==> config.mk <==
export PLATFORM = sky130hd
export DESIGN_NAME = ldpc_enc_p3_top
export DESIGN_NICKNAME = d
export VERILOG_FILES = /design/src/design/ldpc_p3_pkg.sv /design/src/design/ldpc_hb_pkg.sv /design/src/design/ldpc_p3_ifs.sv /design/src/design/ldpc_enc_p3_top.sv /design/src/design/parity_combiner.sv /design/src/design/circulant_mm_bank.sv /design/src/design/hb_row_sequencer.sv
export SDC_FILE = /design/constraint.sdc
export NUM_CORES = 1
export LEC_CHECK = 0
export BUFFER_PORTS_ARGS = -buffer_cell sky130_fd_sc_hd__buf_2
export CAP_MARGIN = 20
export CORE_UTILIZATION = 44
export CTS_CLUSTER_SIZE = 14
export DETAILED_ROUTE_END_ITERATION = 6
export GPL_TIMING_DRIVEN = 0
export PLACE_DENSITY = 0.71
export SETUP_SLACK_MARGIN = 0.5
export SYNTH_ARGS = -nofsm -noshare
export SYNTH_HDL_FRONTEND = slang
export SYNTH_SLANG_ARGS = --single-unit
==> constraint.sdc <==
create_clock -name iclk -period 3.85 [get_ports iclk]
set_clock_uncertainty 0.2 [all_clocks]
set_input_delay 0.77 -clock iclk [delete_from_list [all_inputs] [get_ports iclk]]
set_output_delay 0.77 -clock iclk [all_outputs]
set_load 0.03 [all_outputs]
==> src/design/ldpc_p3_pkg.sv <==
//------------------------------
// sizes, latencies and word types of the third parity stage
// imported by every block and by the testbench
//------------------------------

package ldpc_p3_pkg;

  // expansion factor, one word is ZC bits wide
  localparam int ZC      = 8;
  // p2 column groups, one lane each
  localparam int N_LANES = 3;
  // words kept per lane
  localparam int N_COLS  = 4;
  localparam int ADDR_W  = 2;
  // base-matrix rows walked per pass
  localparam int N_ROWS  = 6;
  localparam int ROW_W   = 3;

  typedef logic [ZC-1:0]     dat_t;
  typedef logic [ADDR_W-1:0] addr_t;
  // rotate amount, 0 .. ZC-1
  typedef logic [2:0]        shift_t;

  typedef struct packed {
    logic sop;
    logic eop;
  } strb_t;

  // latencies in enabled cycles
  localparam int MM_LAT  = 2;
  localparam int P1_LAT  = 2;
  localparam int ACU_LAT = 3;
  // row request to output word
  localparam int OUT_LAT = 4;

endpackage
==> src/design/ldpc_hb_pkg.sv <==
//------------------------------
// base-matrix description for the row sequencer
// one entry per row and lane, plus the sequencer states
//------------------------------

package ldpc_hb_pkg;

  // one circulant of the base matrix
  typedef struct packed {
    logic                valid;
    ldpc_p3_pkg::addr_t  addr;
    ldpc_p3_pkg::shift_t shift;
  } hb_entry_t;

  // rows x lanes, fields are {valid, column, shift}
  // an invalid entry stands for an all-zero block
  localparam hb_entry_t HB_TABLE [ldpc_p3_pkg::N_ROWS][ldpc_p3_pkg::N_LANES] = '{
    // row 0
    '{'{1'b1, 2'd0, 3'd1}, '{1'b1, 2'd1, 3'd0}, '{1'b0, 2'd0, 3'd0}},
    // row 1
    '{'{1'b1, 2'd1, 3'd5}, '{1'b0, 2'd0, 3'd0}, '{1'b1, 2'd2, 3'd7}},
    // row 2
    '{'{1'b0, 2'd0, 3'd0}, '{1'b1, 2'd3, 3'd2}, '{1'b1, 2'd0, 3'd4}},
    // row 3, all three lanes
    '{'{1'b1, 2'd2, 3'd3}, '{1'b1, 2'd2, 3'd6}, '{1'b1, 2'd3, 3'd1}},
    // row 4, only lane 2
    '{'{1'b0, 2'd0, 3'd0}, '{1'b0, 2'd0, 3'd0}, '{1'b1, 2'd1, 3'd0}},
    // row 5
    '{'{1'b1, 2'd3, 3'd7}, '{1'b1, 2'd0, 3'd3}, '{1'b0, 2'd0, 3'd0}}
  };

  // sequencer FSM
  typedef enum logic {
    S_IDLE,
    S_RUN
  } seq_state_t;

endpackage

==> src/design/ldpc_p3_ifs.sv <==
//------------------------------
// links inside the parity stage
// row reads go sequencer to lane bank, products go bank to combiner
//------------------------------

// one read beat per base-matrix row
interface mm_read_if;
  import ldpc_p3_pkg::*;
  import ldpc_hb_pkg::*;

  logic      rval;
  strb_t     rstrb;
  // entry for each lane of this row
  hb_entry_t rhb [N_LANES];

  modport mm_src  (output rval, output rstrb, output rhb);
  modport mm_sink (input rval, input rstrb, input rhb);

endinterface

// rotated lane words, aligned per row
interface mm_out_if;
  import ldpc_p3_pkg::*;

  logic  val;
  strb_t strb;
  dat_t  dat [N_LANES];

  modport prod_src  (output val, output strb, output dat);
  modport prod_sink (input val, input strb, input dat);

endinterface

==> src/design/ldpc_enc_p3_top.sv <==
//------------------------------
// third parity stage, sequencer + lane bank + combiner
// p1 and acu come from outside in answer to orow_req
//------------------------------

module ldpc_enc_p3_top (
  input  logic                          iclk,
  input  logic                          ireset,
  input  logic                          iclkena,
  input  logic                          iwrite,
  input  logic                          iwstart,
  input  logic                          istart,
  input  logic [ldpc_p3_pkg::ZC-1:0]    iwdat0,
  input  logic [ldpc_p3_pkg::ZC-1:0]    iwdat1,
  input  logic [ldpc_p3_pkg::ZC-1:0]    iwdat2,
  input  logic [ldpc_p3_pkg::ZC-1:0]    idat_p1,
  input  logic [ldpc_p3_pkg::ZC-1:0]    idat_acu,
  output logic                          orow_req,
  output logic [ldpc_p3_pkg::ROW_W-1:0] orow_idx,
  output logic                          obusy,
  output logic                          oval,
  output logic                          osop,
  output logic                          oeop,
  output logic [ldpc_p3_pkg::ZC-1:0]    odat
);
  import ldpc_p3_pkg::*;

  dat_t  iwdat [N_LANES];
  strb_t ostrb;

  mm_read_if mm_rd ();
  mm_out_if  mm_prod ();

  // lane order of the p2 write words
  assign iwdat[0] = iwdat0;
  assign iwdat[1] = iwdat1;
  assign iwdat[2] = iwdat2;

  hb_row_sequencer hb_row_sequencer_inst (
    .iclk     (iclk),
    .ireset   (ireset),
    .iclkena  (iclkena),
    .istart   (istart),
    .rd       (mm_rd.mm_src),
    .orow_req (orow_req),
    .orow_idx (orow_idx),
    .obusy    (obusy)
  );

  circulant_mm_bank circulant_mm_bank_inst (
    .iclk    (iclk),
    .ireset  (ireset),
    .iclkena (iclkena),
    .iwrite  (iwrite),
    .iwstart (iwstart),
    .iwdat   (iwdat),
    .rd      (mm_rd.mm_sink),
    .prod    (mm_prod.prod_src)
  );

  parity_combiner parity_combiner_inst (
    .iclk     (iclk),
    .ireset   (ireset),
    .iclkena  (iclkena),
    .prod     (mm_prod.prod_sink),
    .idat_p1  (idat_p1),
    .idat_acu (idat_acu),
    .oval     (oval),
    .ostrb    (ostrb),
    .odat     (odat)
  );

  assign osop = ostrb.sop;
  assign oeop = ostrb.eop;

endmodule

==> src/design/parity_combiner.sv <==
//------------------------------
// adds p1 and acu onto the lane products
// two stages, one parity word per row with its strobes
//------------------------------

module parity_combiner (
  input  logic               iclk,
  input  logic               ireset,
  input  logic               iclkena,
  mm_out_if.prod_sink        prod,
  input  ldpc_p3_pkg::dat_t  idat_p1,
  input  ldpc_p3_pkg::dat_t  idat_acu,
  output logic               oval,
  output ldpc_p3_pkg::strb_t ostrb,
  output ldpc_p3_pkg::dat_t  odat
);
  import ldpc_p3_pkg::*;

  logic [1:0] val_sr;
  strb_t      strb_q [2];
  dat_t       lane_sum;
  dat_t       sum_p1;

  // xor over all lanes
  always_comb begin
    lane_sum = '0;
    for (int l = 0; l < N_LANES; l++) begin
      lane_sum = lane_sum ^ prod.dat[l];
    end
  end

  always_ff @(posedge iclk or posedge ireset) begin
    if (ireset) begin
      val_sr <= '0;
    end else if (iclkena) begin
      val_sr <= {val_sr[0], prod.val};
    end
  end

  always_ff @(posedge iclk) begin
    if (iclkena) begin
      strb_q[0] <= prod.strb;
      strb_q[1] <= strb_q[0];
      // p1 arrives with the products
      sum_p1    <= lane_sum ^ idat_p1;
      // acu one cycle later
      odat      <= sum_p1 ^ idat_acu;
    end
  end

  assign oval  = val_sr[1];
  assign ostrb = strb_q[1];

endmodule

==> src/design/circulant_mm_bank.sv <==
//------------------------------
// p2 lane RAMs with circulant rotators
// written in address order, read by row beats, two stages to the product
//------------------------------

module circulant_mm_bank (
  input  logic              iclk,
  input  logic              ireset,
  input  logic              iclkena,
  input  logic              iwrite,
  input  logic              iwstart,
  input  ldpc_p3_pkg::dat_t iwdat [ldpc_p3_pkg::N_LANES],
  mm_read_if.mm_sink        rd,
  mm_out_if.prod_src        prod
);
  import ldpc_p3_pkg::*;

  addr_t wcnt;
  addr_t waddr;
  logic  val_q;
  strb_t strb_q;

  // out bit j takes stored bit (j + s) mod ZC
  function automatic dat_t rotr(dat_t w, shift_t s);
    logic [2*ZC-1:0] dw;
    dw = {w, w} >> s;
    return dw[ZC-1:0];
  endfunction

  //------------------------------
  // shared write address
  //------------------------------
  // iwstart restarts at column 0
  assign waddr = iwstart ? '0 : wcnt;

  always_ff @(posedge iclk or posedge ireset) begin
    if (ireset) begin
      wcnt <= '0;
    end else if (iclkena && iwrite) begin
      wcnt <= waddr + 1'b1;
    end
  end

  //------------------------------
  // read control, two stages
  //------------------------------
  always_ff @(posedge iclk or posedge ireset) begin
    if (ireset) begin
      val_q    <= 1'b0;
      prod.val <= 1'b0;
    end else if (iclkena) begin
      val_q    <= rd.rval;
      prod.val <= val_q;
    end
  end

  // strobe delay, two stages alongside val
  always_ff @(posedge iclk) begin
    if (iclkena) begin
      strb_q    <= rd.rstrb;
      prod.strb <= strb_q;
    end
  end

  //------------------------------
  // per-lane RAM and rotator
  //------------------------------
  for (genvar l = 0; l < N_LANES; l++) begin : g_lane
    dat_t   ram [N_COLS];
    dat_t   word_q;
    shift_t shift_q;
    logic   vld_q;
    dat_t   prod_q;

    always_ff @(posedge iclk) begin
      if (iclkena) begin
        if (iwrite) begin
          ram[waddr] <= iwdat[l];
        end
        // stage 1: raw word plus entry fields
        word_q  <= ram[rd.rhb[l].addr];
        shift_q <= rd.rhb[l].shift;
        vld_q   <= rd.rhb[l].valid;
        // stage 2: rotate, empty entries give zero
        prod_q  <= vld_q ? rotr(word_q, shift_q) : '0;
      end
    end

    assign prod.dat[l] = prod_q;
  end

endmodule

==> src/design/hb_row_sequencer.sv <==
//------------------------------
// walks the base-matrix table once per start strobe
// one row per enabled cycle, no gaps, starts ignored while busy
//------------------------------

module hb_row_sequencer (
  input  logic                            iclk,
  input  logic                            ireset,
  input  logic                            iclkena,
  input  logic                            istart,
  mm_read_if.mm_src                       rd,
  output logic                            orow_req,
  output logic [ldpc_p3_pkg::ROW_W-1:0]   orow_idx,
  output logic                            obusy
);
  import ldpc_p3_pkg::*;
  import ldpc_hb_pkg::*;

  seq_state_t       state;
  logic [ROW_W-1:0] row;
  logic             last_row;

  assign last_row = (row == ROW_W'(N_ROWS - 1));

  //------------------------------
  // FSM and row counter
  //------------------------------
  always_ff @(posedge iclk or posedge ireset) begin
    if (ireset) begin
      state <= S_IDLE;
      row   <= '0;
    end else if (iclkena) begin
      case (state)
        S_IDLE: begin
          // first row goes out on the next enabled cycle
          if (istart) begin
            state <= S_RUN;
            row   <= '0;
          end
        end
        S_RUN: begin
          if (last_row) begin
            state <= S_IDLE;
          end else begin
            row <= row + 1'b1;
          end
        end
        default: begin
          state <= S_IDLE;
        end
      endcase
    end
  end

  //------------------------------
  // read beat, one per row in S_RUN
  //------------------------------
  assign obusy    = (state == S_RUN);
  assign orow_req = obusy;
  assign orow_idx = row;

  assign rd.rval      = orow_req;
  // strobes only mark a live read beat
  assign rd.rstrb.sop = orow_req && (row == '0);
  assign rd.rstrb.eop = orow_req && last_row;

  // table lookup for all lanes of the current row
  always_comb begin
    for (int l = 0; l < N_LANES; l++) begin
      rd.rhb[l] = HB_TABLE[row][l];
    end
  end

endmodule

# [Yosys cells after proc, flatten, opt, wreduce, memory -nomap -nowiden]
# Memories as Yosys holds them, arrays and structs flattened. A register that Yosys moved wholly into a read port is not among the register bits.
# Cells that the tools add are included.
[totals] reg_bits=66 latch_bits=0 ramBits=100 mem_bits_ro=144 inputBits=46 out_inout_bits=16 memories=5
[op_classes] n_addsub=2 multipliers=0 n_div=0 magnitude_cmp=1 n_eq_ne=3 n_shift=3 muxes=14 bitwise=6 reduce_logical=5
[mem_list] name="(no name shown)" words=8 width=18 rd=1 rd_ports_with_merged_regs=0 wr=0 line="hb_row_sequencer.sv:70" text="rd.rhb[l] = HB_TABLE[row][l];"
[mem_list] name="circulant_mm_bank_inst.g_lane[0].ram" words=4 width=8 rd=1 rd_ports_with_merged_regs=1 wr=1 line="circulant_mm_bank.sv:69" text="dat_t ram [N_COLS];"
[mem_list] name="circulant_mm_bank_inst.g_lane[1].ram" words=4 width=8 rd=1 rd_ports_with_merged_regs=1 wr=1 line="circulant_mm_bank.sv:69"
[mem_list] name="circulant_mm_bank_inst.g_lane[2].ram" words=4 width=8 rd=1 rd_ports_with_merged_regs=1 wr=1 line="circulant_mm_bank.sv:69"
[mem_list] name="parity_combiner_inst.strb_q" words=2 width=2 rd=2 rd_ports_with_merged_regs=0 wr=2 line="parity_combiner.sv:20" text="strb_t strb_q [2];"
[ops] operator="$shr 16x3->8" n=3
[ops] operator="$mux 18" n=2
[ops] operator="$xor 8x8->8" n=4
[ops] operator="$mux 1" n=7
[ops] operator="$mux 3" n=2
[ops] operator="$pmux 3 s2" n=1
[ops] operator="$ge 4x4->1 const B" n=1
[ops] operator="$ne 2x2->1 const B" n=2
[ops] operator="$not 3->4" n=1
[ops] operator="$add 3x1->3 const B" n=1
[ops] operator="$eq 3x3->1 const B" n=1
[ops] operator="$logic_and 1x1->1" n=3
[ops] operator="$logic_not 3->1" n=1
[ops] operator="$reduce_and 3->1" n=1
[ops] operator="$add 2x1->2 const B" n=1
[ops] operator="$mux 2" n=1
[ops] operator="$pmux 1 s2" n=1
[ops] operator="$not 1->1" n=1

# [Depth between registers and ports, before layout]
# Gate-level depths: netlist of the first run.
[logic_depth] word_depth=4 mapped_depth=8 ltp_nobuf=6

# [By module]
# A second synthesis of the first run with hierarchy kept.
[hier_totals] hier_cells=452 hier_area_um2=7971.4
[modules_own_cells] mod="circulant_mm_bank" n_inst=1 cells_each=340 area_each_um2=6586.3 seq_area_each_um2=4904.7
[modules_own_cells] mod="parity_combiner" n_inst=1 cells_each=59 area_each_um2=972.2 seq_area_each_um2=650.6
[modules_own_cells] mod="hb_row_sequencer" n_inst=1 cells_each=53 area_each_um2=412.9 seq_area_each_um2=100.1

# [Least setup slack after synthesis of the first run]
# Ideal clock, no wire load.
[synth_path] kind="in2reg" from="in iwrite" to="mem circulant_mm_bank_inst.g_lane[0].ram[2][0] in the netlist's numbering, enable pin" arrival_time_ns=3.413 setup_slack_ns=-0.237 cell_stages=2 cell_sequence="nand2_1 > nor4b_1"
[synth_via] elab_chain_len=3
[synth_rtl] element="start: declaration" line="ldpc_enc_p3_top.sv:10" text="input logic iwrite,"
[synth_rtl] element="$mux 1" line="circulant_mm_bank.sv:77" text="if (iwrite) begin"
[synth_rtl] element="$mux 1" line="circulant_mm_bank.sv:76" text="if (iclkena) begin"
[synth_rtl] element="$mux 1 (implied by the code)" line="circulant_mm_bank.sv:78" text="ram[waddr] <= iwdat[l];"
[synth_rtl] element="end: declaration" line="circulant_mm_bank.sv:69"
# Every way passes these cells.

# [Worst setup path in the final report of the first run]
[layout_path] from="in iclkena" to="mem circulant_mm_bank_inst.g_lane[0].ram[1][3] in the netlist's numbering, enable pin"
[layout_via] elab_chain_len=2
[layout_rtl] element="start: declaration" line="ldpc_enc_p3_top.sv:9" text="input logic iclkena,"
[layout_rtl] element="$mux 1" line="circulant_mm_bank.sv:76"
[layout_rtl] element="$mux 1 (implied by the code)" line="circulant_mm_bank.sv:78"
# Every way passes these cells.

==> qor.txt, run 1 <==
TritonRoute pass-1 iters = 5
Setup crit end kind = flop
Syn Inst Count = 483
WP buf/inv = 3
Pin count of the biggest net entering global routing = 60
CTS tree = done
Fmax = 0.3607 GHz
EDFF count, synth = 179
Post-CTS setup buffer count = 0
DR WL/cell = 17.21 µm
Worst r2r src = hb_row_sequencer_inst.orow_idx[1]$_DFFE_PP0P_
Yosys top cell area share = 68.18%
Final setup viols = 0
Clk pin slew, worst setup/hold paths = 0.07 ns
Status = finished, final reports clean
Dpl cells = 774
Post-Place Setup Slack = 0.5141 ns
Global-route wire length before repair = 21910 µm
Max-Slew Margin vs Limit = 41.21%
Gpl congestion = 0.8752
Port Buffer Count = 61
Post-CTS Resized = 0
Kind of critical path = in2reg
Clock sinks = 189
Final std cells w/o fill = 806
Top post-synthesis cells by area = edfxtp_1 (68%), mux2i_1 (6.9%), dfrtp_1 (3.2%), mux4_2 (2.3%), mux2_2 (1.9%)
Leakage = 3.461 nW
Fin crit share = 72.01%
Min-Delay Path Class = in2async
GRT Util Overall = 16.04%
PD cells = 745.6 nW/µm²
CP peak stage delay = 0.47 ns
Clock Latency Late Sink = 0.43 ns
Vias in the first global route = 4230
Synth Register Bits = 189
# fillers = 1434
Leading area contributor after synthesis = edfxtp_1
Clock buffer depth = 2
Unrepaired setup endpoints after global routing = no
Nets = 619
Crit-path most repeated cell = nand2_1
Vias = 4303
Row count = 48
# hold bufs at CTS = 0
DRC viols = 0
Ys Warns = 0
N_diodes = 0
Hold Slack = 0.1113 ns
WP data arrival = 2.71 ns
Core Util, Final = 52.58%
Post-synth top cells = edfxtp_1 (179), mux2i_1 (54), nor2_1 (22)
Via density = 5.339
Unique masters post-synth = 39
Initial core utilization = 45.27%
Core area = 17420 µm²
Root buf cell = clkbuf_16
Die area = 18460 µm²
PnR worst setup slack = 1.078 ns
Mapped Nets = 534
Antenna violations before repair = 0
Critical Path Start Type = input pin
Cell area after synthesis = 7884 µm²
Maximum VDD drop = 423.1 µV
Die width = 135.9 µm
Crit-path slowest cell = nor2_2
CTS buffer count = 17
Final WL = 13870 µm
Placed wire-length estimate = 9255 µm
Post-route minimum period = 2.772 ns
Critical path origin = iclkena
Hold Violations, Final = 0
Max FO, Critical Path = 59
Drt initial violations = 372
Routed Antenna Nets = 0
Remaining Overflow, GRT = 0
Synthesis-to-finish area growth = 16.16%
Number of max-cap violations = 0
Design area = 9158 µm²
Main synth FF type = edfxtp_1
Asr flop ratio synth = 5.291%
Layout cell share with drive strength beyond 1 = 23.92%
Worst path required time = 3.79 ns
H-tree levels = 4
Crit path max-delay family = simple AND/OR/NAND/NOR gates
Final Max Tran Viols = 0
Placed cell area = 8593 µm²
Mean Syn Cell Area = 16.32 µm²
Height of the die = 135.9 µm
Sequential cell area fraction in the yosys report = 71.35%
Least-Margin Pin Slew = 0.8781 ns
Critical path cell sequence = buf_4 -> buf_16 -> nand2_1 -> nor2_1 -> nand2_1 -> nor2_2 -> buf_8
# IOs = 62
Top-count cell post-synth = edfxtp_1
## worst paths after layout
check	end	slack, ns	depth (start not counted)
hold / removal	circulant_mm_bank_inst.wcnt[0]$_DFFE_PP0P_	0.11	2
min in group iclk	parity_combiner_inst.strb_q[0][0]$_DFFE_PP_	0.22	0
max in group asynchronous	circulant_mm_bank_inst.prod.val$_DFFE_PP0P_	3.06	2
setup reg to reg	circulant_mm_bank_inst.g_lane[0].word_q[5]$_DFFE_PP_	1.12	8
hold reg to reg	parity_combiner_inst.strb_q[0][0]$_DFFE_PP_	0.22	0
setup / recovery	circulant_mm_bank_inst.g_lane[0].ram[1][3]$_DFFE_PP_	1.08	7
## layer usage
metal	wire [µm]	track usage (%)
met1	5842	20.41
met2	6907	26.19
met3	857	3.840
met4	262	6.975
met5	0	0
## kinds of logic after synthesis
group / after synthesis / share of synthesized area (%)
AOI/OAI and AO/OA: 73 / 6.237
xor gates and xnor gates: 32 / 3.555
buffers and inverters: 31 / 1.888
muxes: 75 / 11.00
and+or+nand+nor: 78 / 5.174
DFF: 189 / 71.35
adders and majority gates: 5 / 0.7935
## sequential cells by signal (all words and copies together), names as in the netlist
register and cells:
parity_combiner_inst.odat 8, circulant_mm_bank_inst.g_lane.ram 96, hb_row_sequencer_inst.orow_idx 3, parity_combiner_inst.val_sr 2, parity_combiner_inst.strb_q 4, circulant_mm_bank_inst.g_lane.word_q 24, circulant_mm_bank_inst.strb_q 2, circulant_mm_bank_inst.prod.strb 2
circulant_mm_bank_inst.val_q 1, circulant_mm_bank_inst.g_lane.shift_q 9, circulant_mm_bank_inst.g_lane.vld_q 2, parity_combiner_inst.sum_p1 8, circulant_mm_bank_inst.g_lane.prod_q 24, circulant_mm_bank_inst.wcnt 2, circulant_mm_bank_inst.prod.val 1, hb_row_sequencer_inst.obusy 1
## worst register-to-register path, stage by stage, from the launching register on
cell and delay [ns]:
dfrtp_1 0.45, inv_1 0.11, clkbuf_1 0.27, ha_1 0.31, nor2b_2 0.19, a21oi_4 0.37, buf_6 0.24, mux2i_1 0.20
mux2i_1 0.11
## layout by cell type (no fill, tap or decap), types with 4 or more instances in the layout
cell type | Yosys | routed
a21oi_1 | 19 | 19
a221oi_1 | 4 | 4
a22oi_1 | 18 | 18
and2_1 | 10 | 10
and3_1 | 12 | 12
buf_2 | 5 | 65
buf_4 | 3 | 4
clkbuf_1 | 4 | 5
clkbuf_16 | 0 | 17
dfrtp_1 | 10 | 10
edfxtp_1 | 179 | 179
ha_1 | 5 | 5
inv_1 | 16 | 16
inv_6 | 0 | 4
mux2_2 | 13 | 13
mux2i_1 | 54 | 54
mux4_2 | 8 | 8
nand2_1 | 17 | 17
nor2_1 | 22 | 20
o21ai_0 | 8 | 8
o22ai_1 | 16 | 16
xnor2_1 | 16 | 16
xor2_1 | 16 | 16
## cell type report
cell class | instances | area [µm²] | share of cell area, %
Sequential cell | 189 | 5625 | 61.43
Timing Repair Buffer | 66 | 407.9 | 4.454
Tap cell | 225 | 281.5 | 3.074
Multi-Input combinational cell | 263 | 2130 | 23.25
Buffer | 15 | 88.84 | 0.9701
Clock buffer | 18 | 429.2 | 4.686
Inverter | 16 | 60.06 | 0.6558
Clock inverter | 14 | 135.1 | 1.476
## metrics by stage
step,TNS [ns],power [mW]
final,0,6.828
after global routing,0,7.179
after detailed placement,0,5.181
after CTS,0,6.868
after global placement,-113.46,5.081
after floorplan,0,4.609
## power by group
group	total (mW)	switching, mW	leakage [nW]	internal (mW)
sequential	3.06	0.245	1.81	2.82
combinational	2.08	1.16	1.38	0.916
clock	1.68	0.777	0.271	0.907
Power figures use the tool's default switching activity.
==> run 2, diff against run 1 <==
Settings changed: PLACE_DENSITY 0.71 to 0.69.
Clock period 3.85 ns to 2.65 ns, I/O delays scaled along.
==> qor.txt, run 2 (synthesized netlist as in run 1, its figures left out) <==
Nets = 634 (was 619)
Hold Slack = 0.1074 ns (was 0.1113 ns)
H-tree levels = 4 (unchanged)
Height of the die = 135.9 µm (unchanged)
Final std cells w/o fill = 820 (was 806)
Pin count of the biggest net entering global routing = 47 (was 60)
Kind of critical path = reg2reg (was in2reg)
Via density = 5.346 (was 5.339)
CTS buffer count = 17 (unchanged)
Min-Delay Path Class = in2reg (was in2async)
Unrepaired setup endpoints after global routing = no (unchanged)
Worst r2r src = hb_row_sequencer_inst.orow_idx[1]$_DFFE_PP0P_ (unchanged)
Hold Crit Start = iwdat1[6]
Gpl congestion = 0.8386 (was 0.8752)
Max FO, Critical Path = 6 (was 59)
Least-Margin Pin Slew = 0.5392 ns (was 0.8781 ns)
Top Registers = circulant_mm_bank_inst.g_lane.ram (96), circulant_mm_bank_inst.g_lane.prod_q (24), circulant_mm_bank_inst.g_lane.word_q (24) (unchanged)
Reg-to-Reg End = circulant_mm_bank_inst.g_lane[2].word_q[5]$_DFFE_PP_ (was circulant_mm_bank_inst.g_lane[0].word_q[5]$_DFFE_PP_)
PD cells = 1084 nW/µm² (was 745.6 nW/µm²)
N_diodes = 0 (unchanged)
# IOs = 62 (unchanged)
Post-route minimum period = 2.115 ns
PnR worst setup slack = 0.5353 ns (was 1.078 ns)
Endpoint, Worst Hold = circulant_mm_bank_inst.g_lane[1].ram[0][6]$_DFFE_PP_
Layout cell share with drive strength beyond 1 = 27.23% (was 23.92%)
DRC viols = 0 (unchanged)
# fillers = 1407 (was 1434)
Fmax = 0.4729 GHz
Critical Path Start Type = flop (was input pin)
Fin crit share = 79.80%
Core area = 17420 µm² (unchanged)
CTS tree = done (unchanged)
Initial core utilization = 45.27% (unchanged)
Multi-input logic area = 2176 µm² (was 2130 µm²)
Largest register by flop count = circulant_mm_bank_inst.g_lane.ram (unchanged)
Max-Slew Margin vs Limit = 64.05% (was 41.21%)
Placed wire-length estimate = 9460 µm (was 9255 µm)
Worst path required time = 2.62 ns (was 3.79 ns)
Clock sinks = 189 (unchanged)
Clock buffer depth = 2 (unchanged)
Post-Place Setup Slack = -0.5947 ns (was 0.5141 ns)
Drt initial violations = 286 (was 372)
R2R setup slack = 0.54 ns (was 1.12 ns)
Routed Antenna Nets = 0 (unchanged)
Antenna violations before repair = 0 (unchanged)
Global-route wire length before repair = 22180 µm (was 21910 µm)
Placed cell area = 8636 µm² (was 8593 µm²)
Final setup viols = 0 (unchanged)
Hold path depth = 1
DR WL/cell = 17.11 µm (was 17.21 µm)
Row count = 48 (unchanged)
Final Max Tran Viols = 0 (unchanged)
Hold Violations, Final = 0 (unchanged)
Setup crit end kind = flop (unchanged)
Max reg flops = 96 (unchanged)
Dpl cells = 774 (unchanged)
Number of max-cap violations = 0 (unchanged)
WP data arrival = 2.08 ns (was 2.71 ns)
R2R cell count = 6 (was 8)
Remaining Overflow, GRT = 0 (unchanged)
Clk pin slew, worst setup/hold paths = 0.07 ns (about the same)
Port Buffer Count = 61 (unchanged)
Die area = 18460 µm² (unchanged)
Most frequent cells in the layout = edfxtp_1 (179), buf_2 (63), mux2i_1 (54), nor2_1 (19) (was edfxtp_1 (179), buf_2 (65), mux2i_1 (54), nor2_1 (20), a21oi_1 (19))
TritonRoute pass-1 iters = 6 (was 5)
Synthesis-to-finish area growth = 19.49% (was 16.16%)
Die width = 135.9 µm (unchanged)
Design area = 9420 µm² (was 9158 µm²)
Clock Latency Late Sink = 0.43 ns (about the same)
Commonest non-fill, non-tap cell in the layout = edfxtp_1 (unchanged)
GRT Util Overall = 16.25% (was 16.04%)
Leakage = 3.575 nW (was 3.461 nW)
Core Util, Final = 54.09% (was 52.58%)
Vias = 4384 (was 4303)
Root buf cell = clkbuf_16 (unchanged)
Status = finished, final reports clean (unchanged)
Register area = 5628 µm² (was 5625 µm²)
Final WL = 14030 µm (was 13870 µm)
Maximum VDD drop = 562.5 µV (was 423.1 µV)
Vias in the first global route = 4333 (was 4230)
[run 2: changes by cell type in the layout (fill, tap and decap cells not counted), sizes merged]
cell         delta
clkbuf          -1
clkinv          +7
inv             -5
clkinvlp        -3
buf            +15
dlygate4sd3     +1
[run 2: repair_timing]
action | 4_1_cts | 5_1_grt
setup buffers | 7 | 6
hold endpoints to repair | 10 | 0
endpoints found under the setup margin | 114 | 54
cloned | 1 | 0
pin swaps | 2 | 1
resized for setup | 17 | 6
hold buffers | 1 | 0
[run 2: critical path, stage by stage, from the launching register on]
cell and delay (ns):
dfrtp_2 0.44, buf_4 0.15, ha_2 0.21, and2b_4 0.20, or2_2 0.35, o22ai_1 0.18
mux2i_1 0.12
[run 2: metrics by stage]
step                      total power, mW  setup TNS (ns)
after floorplan                     6.737               0
after global placement              7.437         -167.16
after detailed placement            7.588          -40.54
after CTS                           10.17               0
after global routing                10.72               0
final                               10.21               0
[run 2: worst max-delay path by stage]
stage	startpoint	cells after the start	to
finish	hb_row_sequencer_inst.orow_idx[1]$_DFFE_PP0P_	6	circulant_mm_bank_inst.g_lane[2].word_q[5]$_DFFE_PP_
global route	hb_row_sequencer_inst.orow_idx[1]$_DFFE_PP0P_	9	circulant_mm_bank_inst.g_lane[0].word_q[6]$_DFFE_PP_
CTS	hb_row_sequencer_inst.orow_idx[1]$_DFFE_PP0P_	9	circulant_mm_bank_inst.g_lane[0].word_q[2]$_DFFE_PP_
detailed placement	iclkena	7	circulant_mm_bank_inst.g_lane[0].ram[1][6]$_DFFE_PP_
global placement	iclkena	3	circulant_mm_bank_inst.g_lane[0].ram[2][4]$_DFFE_PP_
floorplan	hb_row_sequencer_inst.orow_idx[1]$_DFFE_PP0P_	8	circulant_mm_bank_inst.g_lane[0].word_q[4]$_DFFE_PP_
[run 2: cell type report]
cell class / instances / share of cell area (%)
buffer: 15 / 1.195
inverter: 16 / 0.6641
multi-input combinational: 263 / 23.10
sequential: 189 / 59.74
tap: 225 / 2.988
clock buffer: 18 / 4.556
clock inverter: 13 / 1.288
timing repair buffer: 81 / 6.468
[run 2: where the power goes]
group | switching, mW | internal, mW | total, mW
Sequential | 0.355 | 4.10 | 4.45
Combinational | 1.79 | 1.60 | 3.40
Clock | 1.07 | 1.29 | 2.36
Total | 3.21 | 7.00 | 10.2
[run 2: metal layers]
metal  up-vias  wire [µm]  share of wire, %  track usage [%]
met5         -          0                 0                0
met2       144       7059                50            26.98
met3        23        740               5.3            3.654
met1      2150       5902                42            20.02
li1       2067          -                 -                -
met4         0        328               2.3            8.086
